### config.mk
export PLATFORM = sky130hd
export DESIGN_NAME = qpix_pad_ctrl
export DESIGN_NICKNAME = d
export VERILOG_FILES = /design/src/design/qpix_timing_pkg.sv /design/src/design/qpix_pad_pkg.sv /design/src/design/cal_sequencer.sv /design/src/design/rst_trig_sequencer.sv /design/src/design/pad_and_timestamp.sv /design/src/design/qpix_pad_ctrl.sv
export SDC_FILE = /design/constraint.sdc
export NUM_CORES = 1
export LEC_CHECK = 0
export BUFFER_PORTS_ARGS = -buffer_cell sky130_fd_sc_hd__buf_4
export CORE_MARGIN = 3
export CORE_UTILIZATION = 45
export CTS_BUF_LIST = sky130_fd_sc_hd__clkbuf_16
export CTS_CLUSTER_DIAMETER = 30
export DETAILED_ROUTE_END_ITERATION = 8
export PLACE_DENSITY = 0.72
export SLEW_MARGIN = 20
export SYNTH_ARGS = -nofsm -noshare
export SYNTH_HDL_FRONTEND = slang
export SYNTH_SLANG_ARGS = --single-unit
### constraint.sdc
create_clock -name clk -period 2.5 [get_ports clk]
set_input_delay 0 -clock clk [delete_from_list [all_inputs] [get_ports clk]]
set_output_delay 0 -clock clk [all_outputs]
set_load 0.05 [all_outputs]
### src/design/qpix_timing_pkg.sv
`default_nettype none

////////////////////
// cycle counts and counter widths for the pad sequencers
////////////////////

package qpix_timing_pkg;

    // sequencer counters count elapsed high cycles of an enable
    localparam int SEQ_COUNT_WIDTH = 9;

    // wide enough for the longest sequence, which is 255 cycles
    typedef logic [SEQ_COUNT_WIDTH-1:0] seq_count_t;

    // cal_control pulse length during calibration, 5 us at 50 MHz
    localparam seq_count_t CAL_CONTROL_CYCLES = 9'd250;

    // RST_EXT outlasts cal_control by 100 ns
    localparam seq_count_t CAL_RST_EXT_CYCLES = 9'd255;

    // chip reset length before the trigger is handed over
    localparam seq_count_t RST_TRIG_CYCLES = 9'd250;

    ////////////////////
    // timestamp
    ////////////////////

    // free-running counter, never expected to wrap in practice
    localparam int TIMESTAMP_WIDTH = 64;

    typedef logic [TIMESTAMP_WIDTH-1:0] timestamp_t;

endpackage

`default_nettype wire

### src/design/qpix_pad_pkg.sv
`default_nettype none

////////////////////
// pad-side definitions for the two-chip board
////////////////////

package qpix_pad_pkg;

    // one QPix ASIC per socket, two sockets on the board
    localparam int NUM_ASICS = 2;

    // one bit per chip
    // bit 0 drives the first chip's pad, bit 1 the second chip's pad
    typedef logic [NUM_ASICS-1:0] asic_pads_t;

endpackage

`default_nettype wire

### src/design/cal_sequencer.sv
`timescale 1ns/10ps
`default_nettype none

// calibration sequence
// cal_control and RST_EXT rise together, cal_control drops after 250 cycles
// and RST_EXT follows 5 cycles (100 ns) later
module cal_sequencer (
    input  wire logic clk,
    input  wire logic counter_reset,
    input  wire logic calibrate,
    output logic      cal_pulse,
    output logic      cal_rst
);

    typedef enum logic [1:0]
    {
        IDLE,
        PULSE,
        DONE
    } cal_state_t;

    cal_state_t                 state;
    // number of high cycles of calibrate seen since the pulse started
    qpix_timing_pkg::seq_count_t count;

    ////////////////////
    // sequencer FSM
    ////////////////////

    always_ff @(posedge clk)
    begin
        // dropping calibrate restarts the sequence from IDLE
        if (counter_reset || !calibrate)
        begin
            state     <= IDLE;
            count     <= '0;
            cal_pulse <= 1'b0;
            cal_rst   <= 1'b0;
        end
        else
        begin
            case (state)
                IDLE:
                begin
                    // first edge with calibrate high, both pulses start here
                    state     <= PULSE;
                    count     <= qpix_timing_pkg::seq_count_t'(1);
                    cal_pulse <= 1'b1;
                    cal_rst   <= 1'b1;
                end
                PULSE:
                begin
                    // cal_control ends first
                    if (count == qpix_timing_pkg::CAL_CONTROL_CYCLES)
                        cal_pulse <= 1'b0;
                    // then RST_EXT, counter stops at its terminal count
                    if (count == qpix_timing_pkg::CAL_RST_EXT_CYCLES)
                    begin
                        cal_rst <= 1'b0;
                        state   <= DONE;
                    end
                    else
                        count <= count + qpix_timing_pkg::seq_count_t'(1);
                end
                DONE:
                begin
                    // wait here with outputs low until calibrate drops
                    cal_pulse <= 1'b0;
                    cal_rst   <= 1'b0;
                end
                default:
                    state <= IDLE;
            endcase
        end
    end

endmodule

`default_nettype wire

### src/design/rst_trig_sequencer.sv
`timescale 1ns/10ps
`default_nettype none

// reset-then-trigger sequence
// holds RST_EXT for 250 cycles, then raises TRIGGER for the external
// arbiter and keeps it up while rst_and_trig stays high
module rst_trig_sequencer (
    input  wire logic clk,
    input  wire logic counter_reset,
    input  wire logic rst_and_trig,
    output logic      seq_rst,
    output logic      seq_trig
);

    typedef enum logic [1:0]
    {
        IDLE,
        RESET,
        TRIGGER
    } rst_trig_state_t;

    rst_trig_state_t             state;
    // high cycles of rst_and_trig spent in the reset phase
    qpix_timing_pkg::seq_count_t count;

    ////////////////////
    // sequencer FSM
    ////////////////////

    always_ff @(posedge clk)
    begin
        // enable low means idle, and a new enable starts over
        if (counter_reset || !rst_and_trig)
        begin
            state    <= IDLE;
            count    <= '0;
            seq_rst  <= 1'b0;
            seq_trig <= 1'b0;
        end
        else
        begin
            case (state)
                IDLE:
                begin
                    state   <= RESET;
                    count   <= qpix_timing_pkg::seq_count_t'(1);
                    seq_rst <= 1'b1;
                end
                RESET:
                begin
                    // reset ends and trigger starts on the same edge
                    if (count == qpix_timing_pkg::RST_TRIG_CYCLES)
                    begin
                        seq_rst  <= 1'b0;
                        seq_trig <= 1'b1;
                        state    <= TRIGGER;
                    end
                    else
                        count <= count + qpix_timing_pkg::seq_count_t'(1);
                end
                TRIGGER:
                    // counter holds at terminal count
                    seq_trig <= 1'b1;
                default:
                    state <= IDLE;
            endcase
        end
    end

endmodule

`default_nettype wire

### src/design/pad_and_timestamp.sv
`timescale 1ns/10ps
`default_nettype none

// output stage for the chip pads plus the trigger timestamp
// manual register levels are ORed with the sequencer results
// and every pad leaves through a flop
module pad_and_timestamp (
    input  wire logic                       clk,
    input  wire logic                       counter_reset,
    // sequencer results
    input  wire logic                       cal_pulse,
    input  wire logic                       cal_rst,
    input  wire logic                       seq_rst,
    input  wire logic                       seq_trig,
    // manual levels, one bit per chip where it applies
    input  wire qpix_pad_pkg::asic_pads_t   cal_control_reg,
    input  wire qpix_pad_pkg::asic_pads_t   rst_ext_reg,
    input  wire logic                       trigger_level,
    // pads
    output qpix_pad_pkg::asic_pads_t        cal_control,
    output qpix_pad_pkg::asic_pads_t        rst_ext,
    output logic                            trigger,
    // counter value captured at the last trigger_level rise
    output qpix_timing_pkg::timestamp_t     trig_ts
);

    qpix_pad_pkg::asic_pads_t    cal_pulse_all;
    qpix_pad_pkg::asic_pads_t    rst_seq_all;
    qpix_timing_pkg::timestamp_t counter;
    logic                        trigger_level_q;
    logic                        trigger_rise;

    ////////////////////
    // pad merge
    ////////////////////

    // the sequencers drive both chips alike
    assign cal_pulse_all = {qpix_pad_pkg::NUM_ASICS{cal_pulse}};
    // calibration and reset-then-trigger share RST_EXT
    assign rst_seq_all   = {qpix_pad_pkg::NUM_ASICS{cal_rst | seq_rst}};

    always_ff @(posedge clk)
    begin
        if (counter_reset)
        begin
            cal_control <= '0;
            rst_ext     <= '0;
            trigger     <= 1'b0;
        end
        else
        begin
            // per chip, the manual bit or the calibration pulse
            cal_control <= cal_control_reg | cal_pulse_all;
            rst_ext     <= rst_ext_reg | rst_seq_all;
            // TRIGGER is shared by both chips
            trigger     <= trigger_level | seq_trig;
        end
    end

    ////////////////////
    // timestamp
    ////////////////////

    // free counter, one tick per clk
    always_ff @(posedge clk)
    begin
        if (counter_reset)
            counter <= '0;
        else
            counter <= counter + qpix_timing_pkg::timestamp_t'(1);
    end

    // previous sample of the manual trigger level
    always_ff @(posedge clk)
    begin
        trigger_level_q <= trigger_level;
    end

    // high sample now after a low sample last edge
    assign trigger_rise = trigger_level & ~trigger_level_q;

    // capture the count held just before the rising sample
    always_ff @(posedge clk)
    begin
        if (counter_reset)
            trig_ts <= '0;
        else if (trigger_rise)
            trig_ts <= counter;
    end

endmodule

`default_nettype wire

### src/design/qpix_pad_ctrl.sv
`timescale 1ns/10ps
`default_nettype none

// pad sequencing and trigger timestamp core for the two-chip test board
// two sequencers run side by side and the output stage merges them
// with the manual register levels
module qpix_pad_ctrl (
    input  wire logic                       clk,
    input  wire logic                       counter_reset,
    // sequence enables, held as levels
    input  wire logic                       calibrate,
    input  wire logic                       rst_and_trig,
    // manual pad levels
    input  wire qpix_pad_pkg::asic_pads_t   cal_control_reg,
    input  wire qpix_pad_pkg::asic_pads_t   rst_ext_reg,
    input  wire logic                       trigger_level,
    // pads to the chips
    output wire qpix_pad_pkg::asic_pads_t   cal_control,
    output wire qpix_pad_pkg::asic_pads_t   rst_ext,
    output wire logic                       trigger,
    output wire qpix_timing_pkg::timestamp_t trig_ts
);

    // calibration results
    logic cal_pulse;
    logic cal_rst;
    // reset-then-trigger results
    logic seq_rst;
    logic seq_trig;

    ////////////////////
    // sequencers
    ////////////////////

    cal_sequencer u_cal_seq (
        .clk           (clk),
        .counter_reset (counter_reset),
        .calibrate     (calibrate),
        .cal_pulse     (cal_pulse),
        .cal_rst       (cal_rst)
    );

    rst_trig_sequencer u_rst_trig_seq (
        .clk           (clk),
        .counter_reset (counter_reset),
        .rst_and_trig  (rst_and_trig),
        .seq_rst       (seq_rst),
        .seq_trig      (seq_trig)
    );

    ////////////////////
    // output stage
    ////////////////////

    // one more register stage between the sequencers and the pads
    pad_and_timestamp u_pad_ts (
        .clk             (clk),
        .counter_reset   (counter_reset),
        .cal_pulse       (cal_pulse),
        .cal_rst         (cal_rst),
        .seq_rst         (seq_rst),
        .seq_trig        (seq_trig),
        .cal_control_reg (cal_control_reg),
        .rst_ext_reg     (rst_ext_reg),
        .trigger_level   (trigger_level),
        .cal_control     (cal_control),
        .rst_ext         (rst_ext),
        .trigger         (trigger),
        .trig_ts         (trig_ts)
    );

endmodule

`default_nettype wire

== After elaboration in Yosys (flattened, before gate mapping) ==
Cells that the tools add are included.

* Output and inout port bits: 69
* Input port bits: 9
* Word-level logic and storage cells: 71
* Register bits after elaboration: 160

* Add/subtract/negate cells: 3
* Mux-type cells: 16
* Reduce and logical (&&, ||, !) cells: 18
* Eq/ne operators: 12
* Bitwise logic cells: 8

{| class="wikitable"
|+ Operators with widths
! cell !! number
|-
| $add A64 B1 Y64 const B || 1
|-
| $pmux W9 S2 || 2
|-
| $eq A9 B8 Y1 const B || 3
|-
| $add A9 B1 Y9 const B || 2
|-
| $mux W9 || 2
|-
| $reduce_and A2 Y1 || 8
|-
| $pmux W2 S3 || 2
|-
| $ne A2 B1 Y1 const B || 3
|-
| $pmux W1 S3 || 2
|-
| $reduce_bool A2 Y1 || 3
|-
| $eq A2 B1 Y1 const B || 2
|-
| $eq A2 B2 Y1 const B || 2
|-
| $logic_not A2 Y1 || 2
|-
| $mux W1 || 4
|-
| $mux W2 || 2
|-
| $ne A2 B2 Y1 const B || 2
|-
| $or A2 B2 Y2 || 2
|-
| $pmux W1 S2 || 2
|-
| $not A1 Y1 || 3
|-
| $reduce_bool A3 Y1 || 1
|-
| $logic_not A1 Y1 || 2
|-
| $logic_or A1 B1 Y1 || 2
|-
| $or A1 B1 Y1 || 2
|-
| $and A1 B1 Y1 || 1
|}

== Depth between registers and ports, before layout ==
Gate-level depths: netlist of run 1.

* Word-level depth: 3
* Depth in mapped cells: 9

== By module ==
Synthesis of run 1 repeated with hierarchy kept, for this count alone.

* Cell total of the unflattened synthesis: 811
* Area, all modules: 6754.0 µm²

{| class="wikitable"
|+ By module, submodules not included
! module !! sequential area each (µm²) !! instances !! area an instance (µm²) !! cells each
|-
| pad_and_timestamp || 2682.6 || 1 || 5340.1 || 647
|-
| cal_sequencer || 260.2 || 1 || 715.7 || 83
|-
| rst_trig_sequencer || 260.2 || 1 || 698.2 || 81
|}

== Worst setup path after synthesis of run 1 ==
OpenSTA, ideal clock, no wires.

* Path type: register -> register
* Start: register u_pad_ts.counter[0]
* End: register u_pad_ts.counter[52]
* Library setup time: 70 ps
* Stages on the path, launching flop included: 7
* Path slack: 242 ps
* Path buffers: 0
* Arrival time: 2187 ps
* Path through: dfxtp_1 > ha_1 > nand4_1 > nor3_1 > nand4_1 > or4_1 > a21oi_1

* Cells in the longest elaborated chain, start to end: 1

{| class="wikitable"
|+ Ends and longest elaborated chain
! item !! line !! text
|-
| start, declared || pad_and_timestamp.sv:29 || <nowiki>qpix_timing_pkg::timestamp_t counter;</nowiki>
|-
| start signal, assigned || pad_and_timestamp.sv:70 || <nowiki>counter <= counter + qpix_timing_pkg::timestamp_t'(1);</nowiki>
|-
| $add A64 B1 Y64 || pad_and_timestamp.sv:70 ||
|}

Every way passes these cells.
A chain may end at the register's enable or synchronous reset.

== Worst setup path in the final report of run 1 ==
* Start: register u_pad_ts.counter[38]
* End: register u_pad_ts.counter[61]

The elaborated chain is that of the path after synthesis.

==> results of run 1 <==
==> Yosys cell counts, types with 2 or more instances <==
cell type	number
a211oi_1	4
a21o_1	3
a21oi_1	105
a22oi_1	5
and2_1	2
and3_1	4
and4_1	3
buf_1	3
clkbuf_1	32
dfxtp_1	160
ha_1	10
inv_1	14
mux2_2	2
nand2_1	157
nand2b_1	5
nand3_1	33
nand3b_1	2
nand4_1	30
nand4_2	2
nor2_1	76
nor2b_1	7
nor3_1	13
nor3_2	2
nor3b_1	2
nor4_1	8
o21ai_0	23
o31ai_1	12
or2_2	2
or3_1	18
or3_2	3
or4_1	11
xnor2_1	13
xor2_1	23
==> kinds of logic after synthesis <==
family                   count (synthesis)
AND/OR/NAND/NOR                        385
AO/OA/AOI/OAI                          161
flip-flops                             160
buffers and inverters                   50
XOR/XNOR                                36
adder cells (fa/ha/maj)                 10
multiplexers                             3
==> routing by layer <==
layer / track usage / vias to the layer above
met4: 0.07129 / 0
met3: 0.04808 / 15
met1: 0.2526 / 2782
met5: 0 / -
met2: 0.3144 / 116
li1: - / 2990
==> power breakdown <==
group / switching [uW] / internal [uW]
Combinational: 136 / 60.7
Sequential: 17.4 / 2570
Clock: 975 / 1630
Total: 1130 / 4260
==> placed cells by master, fill, tap and decap left out, types with 4 or more instances in the layout <==
cell type,synthesis,final
dlygate4sd3_1,0,10
nor3_1,13,13
ha_1,10,10
buf_4,0,92
or3_1,18,18
nand4_1,30,30
nand2_1,157,157
a21oi_1,105,105
nand2b_1,5,4
dfxtp_1,160,160
a211oi_1,4,4
clkbuf_16,0,17
nor4_1,8,8
a22oi_1,5,5
inv_1,14,20
o21ai_0,23,23
nor2_1,76,76
nand3_1,33,32
xor2_1,23,23
bufinv_16,0,4
and3_1,4,4
or4_1,11,11
o31ai_1,12,12
xnor2_1,13,13
nor2b_1,7,6
==> metrics by stage <==
step	util	power, uW	cells	worst slack (ns)
final	0.5748	5389	1083	0.1371
after global routing	0.5748	5553	1083	0.03038
after floorplan	-	2769	805	0.2423
after global placement	0.5258	2824	1042	0.2185
after CTS	0.5745	5445	1083	0.1583
after detailed placement	0.5258	2827	1042	0.1825
==> critical path: cells and delay by family, from the launching register on <==
kind	cells	cell delay [ns]
AOI/OAI and AO/OA	1	0.14
and+or+nand+nor	4	1.73
DFF	1	0.42
==> repair_timing <==
item / 4_1_cts / 5_1_grt
hold buffers: 10 / 0
setup endpoints to repair: 0 / 3
resized for setup: 0 / 1
endpoints found under the hold margin: 27 / 0
==> layout make-up <==
cell class	count	area (um^2)	share of cell area
clock inverters	14	160.2	0.01977
well taps	180	225.2	0.02779
repair buffers	103	810.8	0.1001
inverters	14	52.55	0.006485
clock buffers	17	425.4	0.05250
flip-flops and latches	160	3203	0.3953
multi-input cells	595	3226	0.3981
==> how the worst min path moves through the flow <==
stage               slack [ns]                                to  cells after the start     startpoint
finish                    0.11   u_cal_seq.count[2]$_SDFFE_PP0P_                      3      calibrate
detailed placement        0.15  u_pad_ts.trigger_level_q$_DFF_P_                      1  trigger_level
global route              0.15   u_cal_seq.count[2]$_SDFFE_PP0P_                      3      calibrate
floorplan                 0.03  u_pad_ts.trigger_level_q$_DFF_P_                      0  trigger_level
global placement          0.15  u_pad_ts.trigger_level_q$_DFF_P_                      1  trigger_level
CTS                       0.09   u_cal_seq.count[2]$_SDFFE_PP0P_                      3      calibrate
==> impl_metrics.json, run 1 <==
{
  "fp.dieArea_um2": 16160,
  "critPathMaxStageDelay_ns": 0.58,
  "clkTransAtPathRegs_ns": 0.06,
  "synth_edf_count": 0,
  "seq_area_frac_synth": 0.4851,
  "crit_type": "flip-flop to flip-flop",
  "wl_per_cell_um": 14.33,
  "ant_nets": 0,
  "status": "complete, no violations",
  "grt_usage": 0.1943,
  "initial_core_util": 0.4684,
  "tns_ns": 0,
  "dieHeight_um": 127.1,
  "cts_tree": "yes",
  "worstSetupStartpoint": "u_pad_ts.counter[38]$_SDFF_PP0_",
  "critPathLaunchType": "flip-flop",
  "post-route-min-period_ns": 2.363,
  "r2r-end": "u_pad_ts.counter[61]$_SDFF_PP0_",
  "synth_cell_type_count": 49,
  "powerDensity_nw_per_um2": 665.1,
  "synth_area_um2": 6603,
  "cts_root_buf": "clkbuf_16",
  "hold_viol": 0,
  "synth_xor_area_frac": 0.04775,
  "top_regs": "u_pad_ts.counter: 64 flops, u_pad_ts.trig_ts: 64 flops",
  "drt-met1-wl_mm": 7.260,
  "wl_met2_mm": 7.391,
  "synth_top_area_share": 0.4851,
  "io_buffers": 77,
  "core_um2": 14100,
  "crit_chain": "nand4_2, or3_4, or4_4, or4_1, a21oi_1",
  "netlist_instances": 805,
  "synth-seq-cells": 160,
  "holdWs_ns": 0.1099,
  "critPathCapture": "u_pad_ts.counter[61]$_SDFF_PP0_",
  "synth_largest_area_cell": "dfxtp_1",
  "synth-async-reset-ratio": 0,
  "period_share": 0.9452,
  "fin_area_um2": 8103,
  "antenna_found_initial": 0,
  "endpoint_kind": "flip-flop",
  "p_leak_uw": 0.002867,
  "synth-simple-area-share": 0.2788,
  "skew_ns": 0.01390,
  "numCtsBuffers": 17,
  "htree_num_levels": 4,
  "die_x_um": 127.1,
  "syn_area_per_cell_um2": 8.202,
  "wl_met3_um": 682,
  "worstMarginPinSlew_ns": 0.6717,
  "synthAdderAreaFrac": 0.01895,
  "drv_cap": 0,
  "hold_path.class": "input port to flip-flop",
  "synth_flop_cell": "dfxtp_1",
  "cp_max_fo": 6,
  "dpl.hpwl_mm": 10.19,
  "gp_congestion": 0.8516,
  "dpl-instance-area_um2": 7412,
  "layout-drive-gt1-share": 0.1495,
  "ir_drop_mv": 0.4748,
  "nets": 910,
  "wl_mm": 15.52,
  "cp.required_ns": 2.85,
  "finalSetupViolCount": 0,
  "top_layer": "met4",
  "critPathSlowestCell": "or4_4",
  "dr.pass1.iters": 5,
  "synth_compound_area_frac": 0.1359,
  "clock_latency_ns": 0.43,
  "fillers": 1302,
  "slew_violations": 0,
  "cts_sinks": 160,
  "relSlewSlack": 0.5522,
  "drc": 0,
  "fmaxAchievable_mhz": 423.2,
  "muxShareOfSynthArea": 0.004927,
  "r2r_start": "u_pad_ts.counter[38]$_SDFF_PP0_",
  "rsz0062_at_grt": "false",
  "cts_setup_buffers": 0,
  "grt_max_degree": 106,
  "drt_first_iter_violations": 457,
  "diodes": 0,
  "first_global_vias": 5367,
  "ys.warnings.count": 0,
  "synth_area_leaders": "dfxtp_1, nand2_1, a21oi_1",
  "syn_to_final_growth_pct": 22.72,
  "grt_pass1_wl_mm": 25.72,
  "num_rows": 43,
  "rrSetupSlack_ns": 0.14,
  "r2r_cells": 5,
  "max-clock-path-buffers": 2,
  "syn_nets": 824,
  "vias": 5903,
  "synth_top_family_by_area": "simple AND/OR/NAND/NOR gates",
  "crit_arrival_ns": 2.71,
  "ioPinCount": 78,
  "grt.overflow.total": 0,
  "routed_via_density": 5.451
}
Power figures use the tool's default switching activity.
==> run 2, diff against run 1 <==
Settings changed: CORE_UTILIZATION 45 to 44, PLACE_DENSITY 0.72 to 0.71.
==> impl_metrics.json, run 2 (synthesis gave the netlist of run 1 again) <==
{
  "status": "complete, no violations",
  "powerDensity_nw_per_um2": 661.0,
  "core_um2": 14590,
  "first_global_vias": 5247,
  "vias": 5801,
  "endpoint_kind": "flip-flop",
  "die_x_um": 128.5,
  "layout-drive-gt1-share": 0.1608,
  "ioPinCount": 78,
  "pwr-share-clk": 0.480,
  "post-route-min-period_ns": 2.387,
  "hold_viol": 0,
  "cts_tree": "yes",
  "top_regs": "u_pad_ts.counter: 64 flops, u_pad_ts.trig_ts: 64 flops",
  "crit_arrival_ns": 2.74,
  "io_buffers": 77,
  "dp_slack_ns": 0.1596,
  "diodes": 0,
  "dieHeight_um": 128.5,
  "finalSetupViolCount": 0,
  "mostFrequentLayoutCell": "dfxtp_1",
  "ant_nets": 0,
  "p_sw_frac": 0.2308,
  "ir_drop_mv": 0.4373,
  "rsz0062_at_grt": "false",
  "fillers": 1380,
  "syn_to_final_growth_pct": 22.44,
  "dpl.hpwl_mm": 10.13,
  "final_cell_mix": "dfxtp_1, nand2_1, a21oi_1",
  "dpl-instance-area_um2": 7432,
  "drc": 0,
  "r2r_cells": 5,
  "fin_area_um2": 8084,
  "cp_max_fo": 6,
  "grt.overflow.total": 0,
  "p_sw_uw": 1233,
  "clock_latency_ns": 0.42,
  "max-clock-path-buffers": 2,
  "dr.pass1.iters": 5,
  "fp.dieArea_um2": 16510,
  "nets": 908,
  "cts_sinks": 160,
  "p_comb_frac": 0.036,
  "p_leak_uw": 0.002824,
  "fin_ws_ns": 0.1128,
  "worstMarginPinSlew_ns": 0.6294,
  "drv_cap": 0,
  "slew_violations": 0,
  "clkTransAtPathRegs_ns": 0.07,
  "regArea_um2": 3203,
  "holdWs_ns": 0.09597,
  "skew_ns": 0.009195,
  "numCtsBuffers": 17,
  "multi_input_area_um2": 3226,
  "fmaxAchievable_mhz": 418.9,
  "crit_type": "flip-flop to flip-flop",
  "period_share": 0.9549,
  "drt_first_iter_violations": 335,
  "htree_num_levels": 4,
  "grt_pass1_wl_mm": 25.37,
  "tns_ns": 0,
  "gp_congestion": 0.8513,
  "grt_usage": 0.1859,
  "wl_mm": 15.07,
  "cts_setup_buffers": 0,
  "p_int_uw": 4110,
  "grt_max_degree": 133,
  "initial_core_util": 0.4526,
  "antenna_found_initial": 0,
  "seq_power_share": 0.484,
  "cp.required_ns": 2.85,
  "routed_via_density": 5.342,
  "num_rows": 44,
  "critPathLaunchType": "flip-flop",
  "relSlewSlack": 0.5749,
  "cts_root_buf": "clkbuf_16",
  "wl_per_cell_um": 13.87,
  "hold_path.class": "input port to flip-flop",
  "min_path_cells": 3
}
==> run 2: final timing paths <==
path                                      from  slack (ns)                                end
min reg2reg  u_pad_ts.trig_ts[25]$_SDFFE_PP0P_        0.45  u_pad_ts.trig_ts[25]$_SDFFE_PP0P_
max            u_pad_ts.counter[38]$_SDFF_PP0_        0.11    u_pad_ts.counter[61]$_SDFF_PP0_
max reg2reg    u_pad_ts.counter[38]$_SDFF_PP0_        0.11    u_pad_ts.counter[61]$_SDFF_PP0_
min                                  calibrate         0.1    u_cal_seq.count[8]$_SDFFE_PP0P_
==> run 2: final cells by class <==
cell class	count	area share
multi-input combinational	595	0.3990
sequential	160	0.3962
timing repair buffer	101	0.09720
clock buffer	17	0.05262
tap	184	0.02848
clock inverter	15	0.01997
inverter	14	0.006501
==> run 2: metrics by stage <==
step / instances / power, uW / utilization
after floorplan: 805 / 2769 / -
after global placement: 1048 / 2827 / 0.5094
after detailed placement: 1048 / 2827 / 0.5094
after CTS: 1086 / 5408 / 0.5538
after global routing: 1086 / 5523 / 0.5541
final: 1086 / 5343 / 0.5541
==> run 2: layer usage <==
metal | vias up | track usage | wire length (um)
met5 | - | 0 | 0
met4 | 0 | 0.06424 | 203
met3 | 16 | 0.04566 | 692
met2 | 128 | 0.2887 | 6827
met1 | 2688 | 0.2538 | 7342
li1 | 2969 | - | -
==> run 2: timing repair <==
action                                 CTS  global route
resized for setup                        0             1
hold buffers                             6             0
endpoints found under the hold margin    6             0
setup endpoints to repair                0             1
==> run 2: critical path: stages, from the launching register on <==
cell and delay [ns]:
dfxtp_1 0.42, nand4_2 0.19, or3_4 0.45, or4_4 0.59, or4_1 0.51, a21oi_1 0.15
==> run 2: power by group through the flow <==
stage                     combinational [uW]  sequential, uW  clock (uW)
after floorplan                          106            2660           0
after global placement                   186            2640           0
after detailed placement                 186            2640           0
after CTS                                194            2580        2630
after global routing                     213            2590        2720
final                                    192            2580        2570
==> run 3, diff against run 2 <==
--- a/config.mk
+++ b/config.mk
@@ -16,3 +16,4 @@
 export SYNTH_ARGS = -nofsm -noshare
 export SYNTH_HDL_FRONTEND = slang
+export SYNTH_HIERARCHICAL = 1
 export SYNTH_SLANG_ARGS = --single-unit
==> constraint.sdc (replaced) <==
create_clock -name clk -period 2.5 [get_ports clk]
set_input_delay 0.125 -clock clk [delete_from_list [all_inputs] [get_ports clk]]
set_output_delay 0.125 -clock clk [all_outputs]
set_load 0.05 [all_outputs]
==> impl_metrics.json, run 3 <==
{
  "status": "complete, no violations",
  "critPathSlowestCell": "nor4_4",
  "synth_top_area_share": 0.4742,
  "critPathLaunchType": "flip-flop",
  "antenna_found_initial": 0,
  "synth_edf_count": 0,
  "drt_first_iter_violations": 450,
  "dp_slack_ns": 0.1620,
  "fp.dieArea_um2": 16870,
  "max-clock-path-buffers": 2,
  "use_met2": 0.2815,
  "tns_ns": 0,
  "r2r_cells": 7,
  "first_global_vias": 5322,
  "cts_root_buf": "clkbuf_16",
  "synth-async-reset-ratio": 0,
  "rrSetupSlack_ns": 0.21,
  "numCtsBuffers": 17,
  "wl_mm": 14.92,
  "synth_flop_cell": "dfxtp_1",
  "grt_pass1_wl_mm": 25.48,
  "ys.warnings.count": 6,
  "cp.required_ns": 2.86,
  "worstMarginPinSlew_ns": 0.6107,
  "min_path_cells": 2,
  "hp-start": "counter_reset",
  "slew_violations": 0,
  "synth_area_leaders": "dfxtp_1, nand2_1, a21oi_1",
  "finalSetupViolCount": 0,
  "relSlewSlack": 0.5929,
  "clkTransAtPathRegs_ns": 0.06,
  "hold_path.class": "input port to flip-flop",
  "dpl.hpwl_mm": 10.06,
  "worstSetupStartpoint": "u_pad_ts/counter[0]$_SDFF_PP0_",
  "ant_nets": 0,
  "die_x_um": 129.9,
  "num_rows": 44,
  "crit_type": "flip-flop to flip-flop",
  "p_leak_uw": 0.002927,
  "powerDensity_nw_per_um2": 678.5,
  "crit_arrival_ns": 2.64,
  "syn_nets": 830,
  "layout-drive-gt1-share": 0.1618,
  "grt_max_degree": 61,
  "p_int_uw": 4311,
  "skew_ns": 0.008799,
  "ir_drop_mv": 0.4945,
  "regArea_um2": 3203,
  "ioPinCount": 78,
  "final_cell_mix": "nand2_1, dfxtp_1, a21oi_1",
  "cts_tree": "yes",
  "wl_per_cell_um": 13.81,
  "seq_power_share": 0.466,
  "p_comb_frac": 0.034,
  "hold_viol": 0,
  "endpoint_kind": "flip-flop",
  "met3_usage": 0.06263,
  "htree_num_levels": 4,
  "synth_area_um2": 6754,
  "crit_family": "simple AND/OR/NAND/NOR gates",
  "dr.pass1.iters": 5,
  "dieHeight_um": 129.9,
  "netlist_instances": 811,
  "crit_chain": "ha_1, nand4_4, nor4_4, nand4_1, buf_4, or3_1, a21oi_1",
  "routed_via_density": 5.397,
  "synth_largest_area_cell": "dfxtp_1",
  "synth_cell_type_count": 55,
  "initial_core_util": 0.4578,
  "r2r_start": "u_pad_ts/counter[0]$_SDFF_PP0_",
  "cp_max_fo": 9,
  "drv_cap": 0,
  "rsz0062_at_grt": "false",
  "p_sw_frac": 0.2241,
  "pwr-share-clk": 0.500,
  "diodes": 0,
  "drc": 0,
  "critPathMaxStageDelay_ns": 0.43,
  "crit_buf_inv": 1,
  "nets": 902,
  "core_um2": 14750,
  "seq_area_frac_synth": 0.4742,
  "fin_ws_ns": 0.2105,
  "grt_usage": 0.1849,
  "hold_path_end": "u_pad_ts/cal_control[0]$_SDFF_PP0_",
  "r2r-end": "u_pad_ts/counter[34]$_SDFF_PP0_",
  "period_share": 0.9158,
  "post-route-min-period_ns": 2.290,
  "syn_area_per_cell_um2": 8.328,
  "p_sw_uw": 1245,
  "clock_latency_ns": 0.43,
  "vias": 5829,
  "cts_sinks": 160,
  "synth-seq-cells": 160,
  "multi_input_area_um2": 3316,
  "cts_setup_buffers": 0,
  "grt.overflow.total": 0,
  "io_buffers": 77,
  "yosys-top-cells-count": "dfxtp_1, nand2_1, a21oi_1, nor2_1, nand3_1",
  "fmaxAchievable_mhz": 436.8,
  "gp_congestion": 0.8015,
  "syn_to_final_growth_pct": 21.23,
  "fillers": 1398,
  "grt-busiest-layer": "met2",
  "top_regs": "u_pad_ts/counter: 64 flops, u_pad_ts/trig_ts: 64 flops",
  "gr-usage-met1": 0.2474
}
-- run 3: repair_timing --
action	in CTS	in global routing
hold buffers	5	0
endpoints found under the hold margin	6	0
endpoints found under the setup margin	0	1
resized for setup	0	1
-- run 3: final cells by class --
type                            count  area share
Sequential cell                   160      0.3912
Inverter                           14    0.006418
Clock inverter                     15     0.02537
Clock buffer                       17     0.05196
Tap cell                          184     0.02812
Timing Repair Buffer               97     0.09199
Multi-Input combinational cell    593      0.4050
-- run 3: cell families after synthesis --
| group | Yosys count | share of synthesized area |
|---|---|---|
| buffers and inverters | 58 | 0.03760 |
| flip-flops | 160 | 0.4742 |
| multiplexers | 5 | 0.007596 |
| AO/OA/AOI/OAI | 167 | 0.1363 |
| adder cells (fa/ha/maj) | 10 | 0.01853 |
| XOR/XNOR | 31 | 0.04020 |
| AND/OR/NAND/NOR | 380 | 0.2855 |
-- run 3: power by group through the flow --
stage / clock network [uW] / logic (uW) / registers, uW
after floorplan: 0 / 112 / 2660
after global placement: 0 / 183 / 2640
after detailed placement: 0 / 186 / 2640
after CTS: 2840 / 192 / 2590
after global routing: 2940 / 211 / 2590
final: 2780 / 191 / 2590
-- run 3: metal layers --
layer | wire length, um | vias to the layer above
met4 | 188 | 0
met3 | 947 | 18
met5 | 0 | -
li1 | - | 2983
met1 | 6920 | 2684
met2 | 6863 | 144
-- run 3: worst register-to-register path, cell delays in order (launching register included) --
cell	delay, ns
dfxtp_1	0.39
ha_1	0.27
nand4_4	0.17
nor4_4	0.43
nand4_1	0.26
buf_4	0.24
or3_1	0.32
a21oi_1	0.14
-- run 3: worst max-delay path by stage --
stage	endpoint	cells after the start
2_1_floorplan	u_pad_ts/counter[54]$_SDFF_PP0_	7
3_3_place_gp	u_pad_ts/counter[54]$_SDFF_PP0_	6
3_5_place_dp	u_pad_ts/counter[54]$_SDFF_PP0_	6
4_1_cts	u_pad_ts/counter[54]$_SDFF_PP0_	6
5_1_grt	u_pad_ts/counter[34]$_SDFF_PP0_	7
6_report	u_pad_ts/counter[34]$_SDFF_PP0_	7
-- run 3: per-stage QoR --
stage | hold slack (ns) | power (uW) | util | cells | area (um^2)
after floorplan | 0.1527 | 2775 | - | 811 | 6754
after global placement | 0.2760 | 2825 | 0.5081 | 1043 | 7496
after detailed placement | 0.2765 | 2830 | 0.5081 | 1043 | 7496
after CTS | 0.1082 | 5619 | 0.5544 | 1080 | 8179
after global routing | 0.1264 | 5742 | 0.5550 | 1080 | 8188
final | 0.1196 | 5556 | 0.5550 | 1080 | 8188
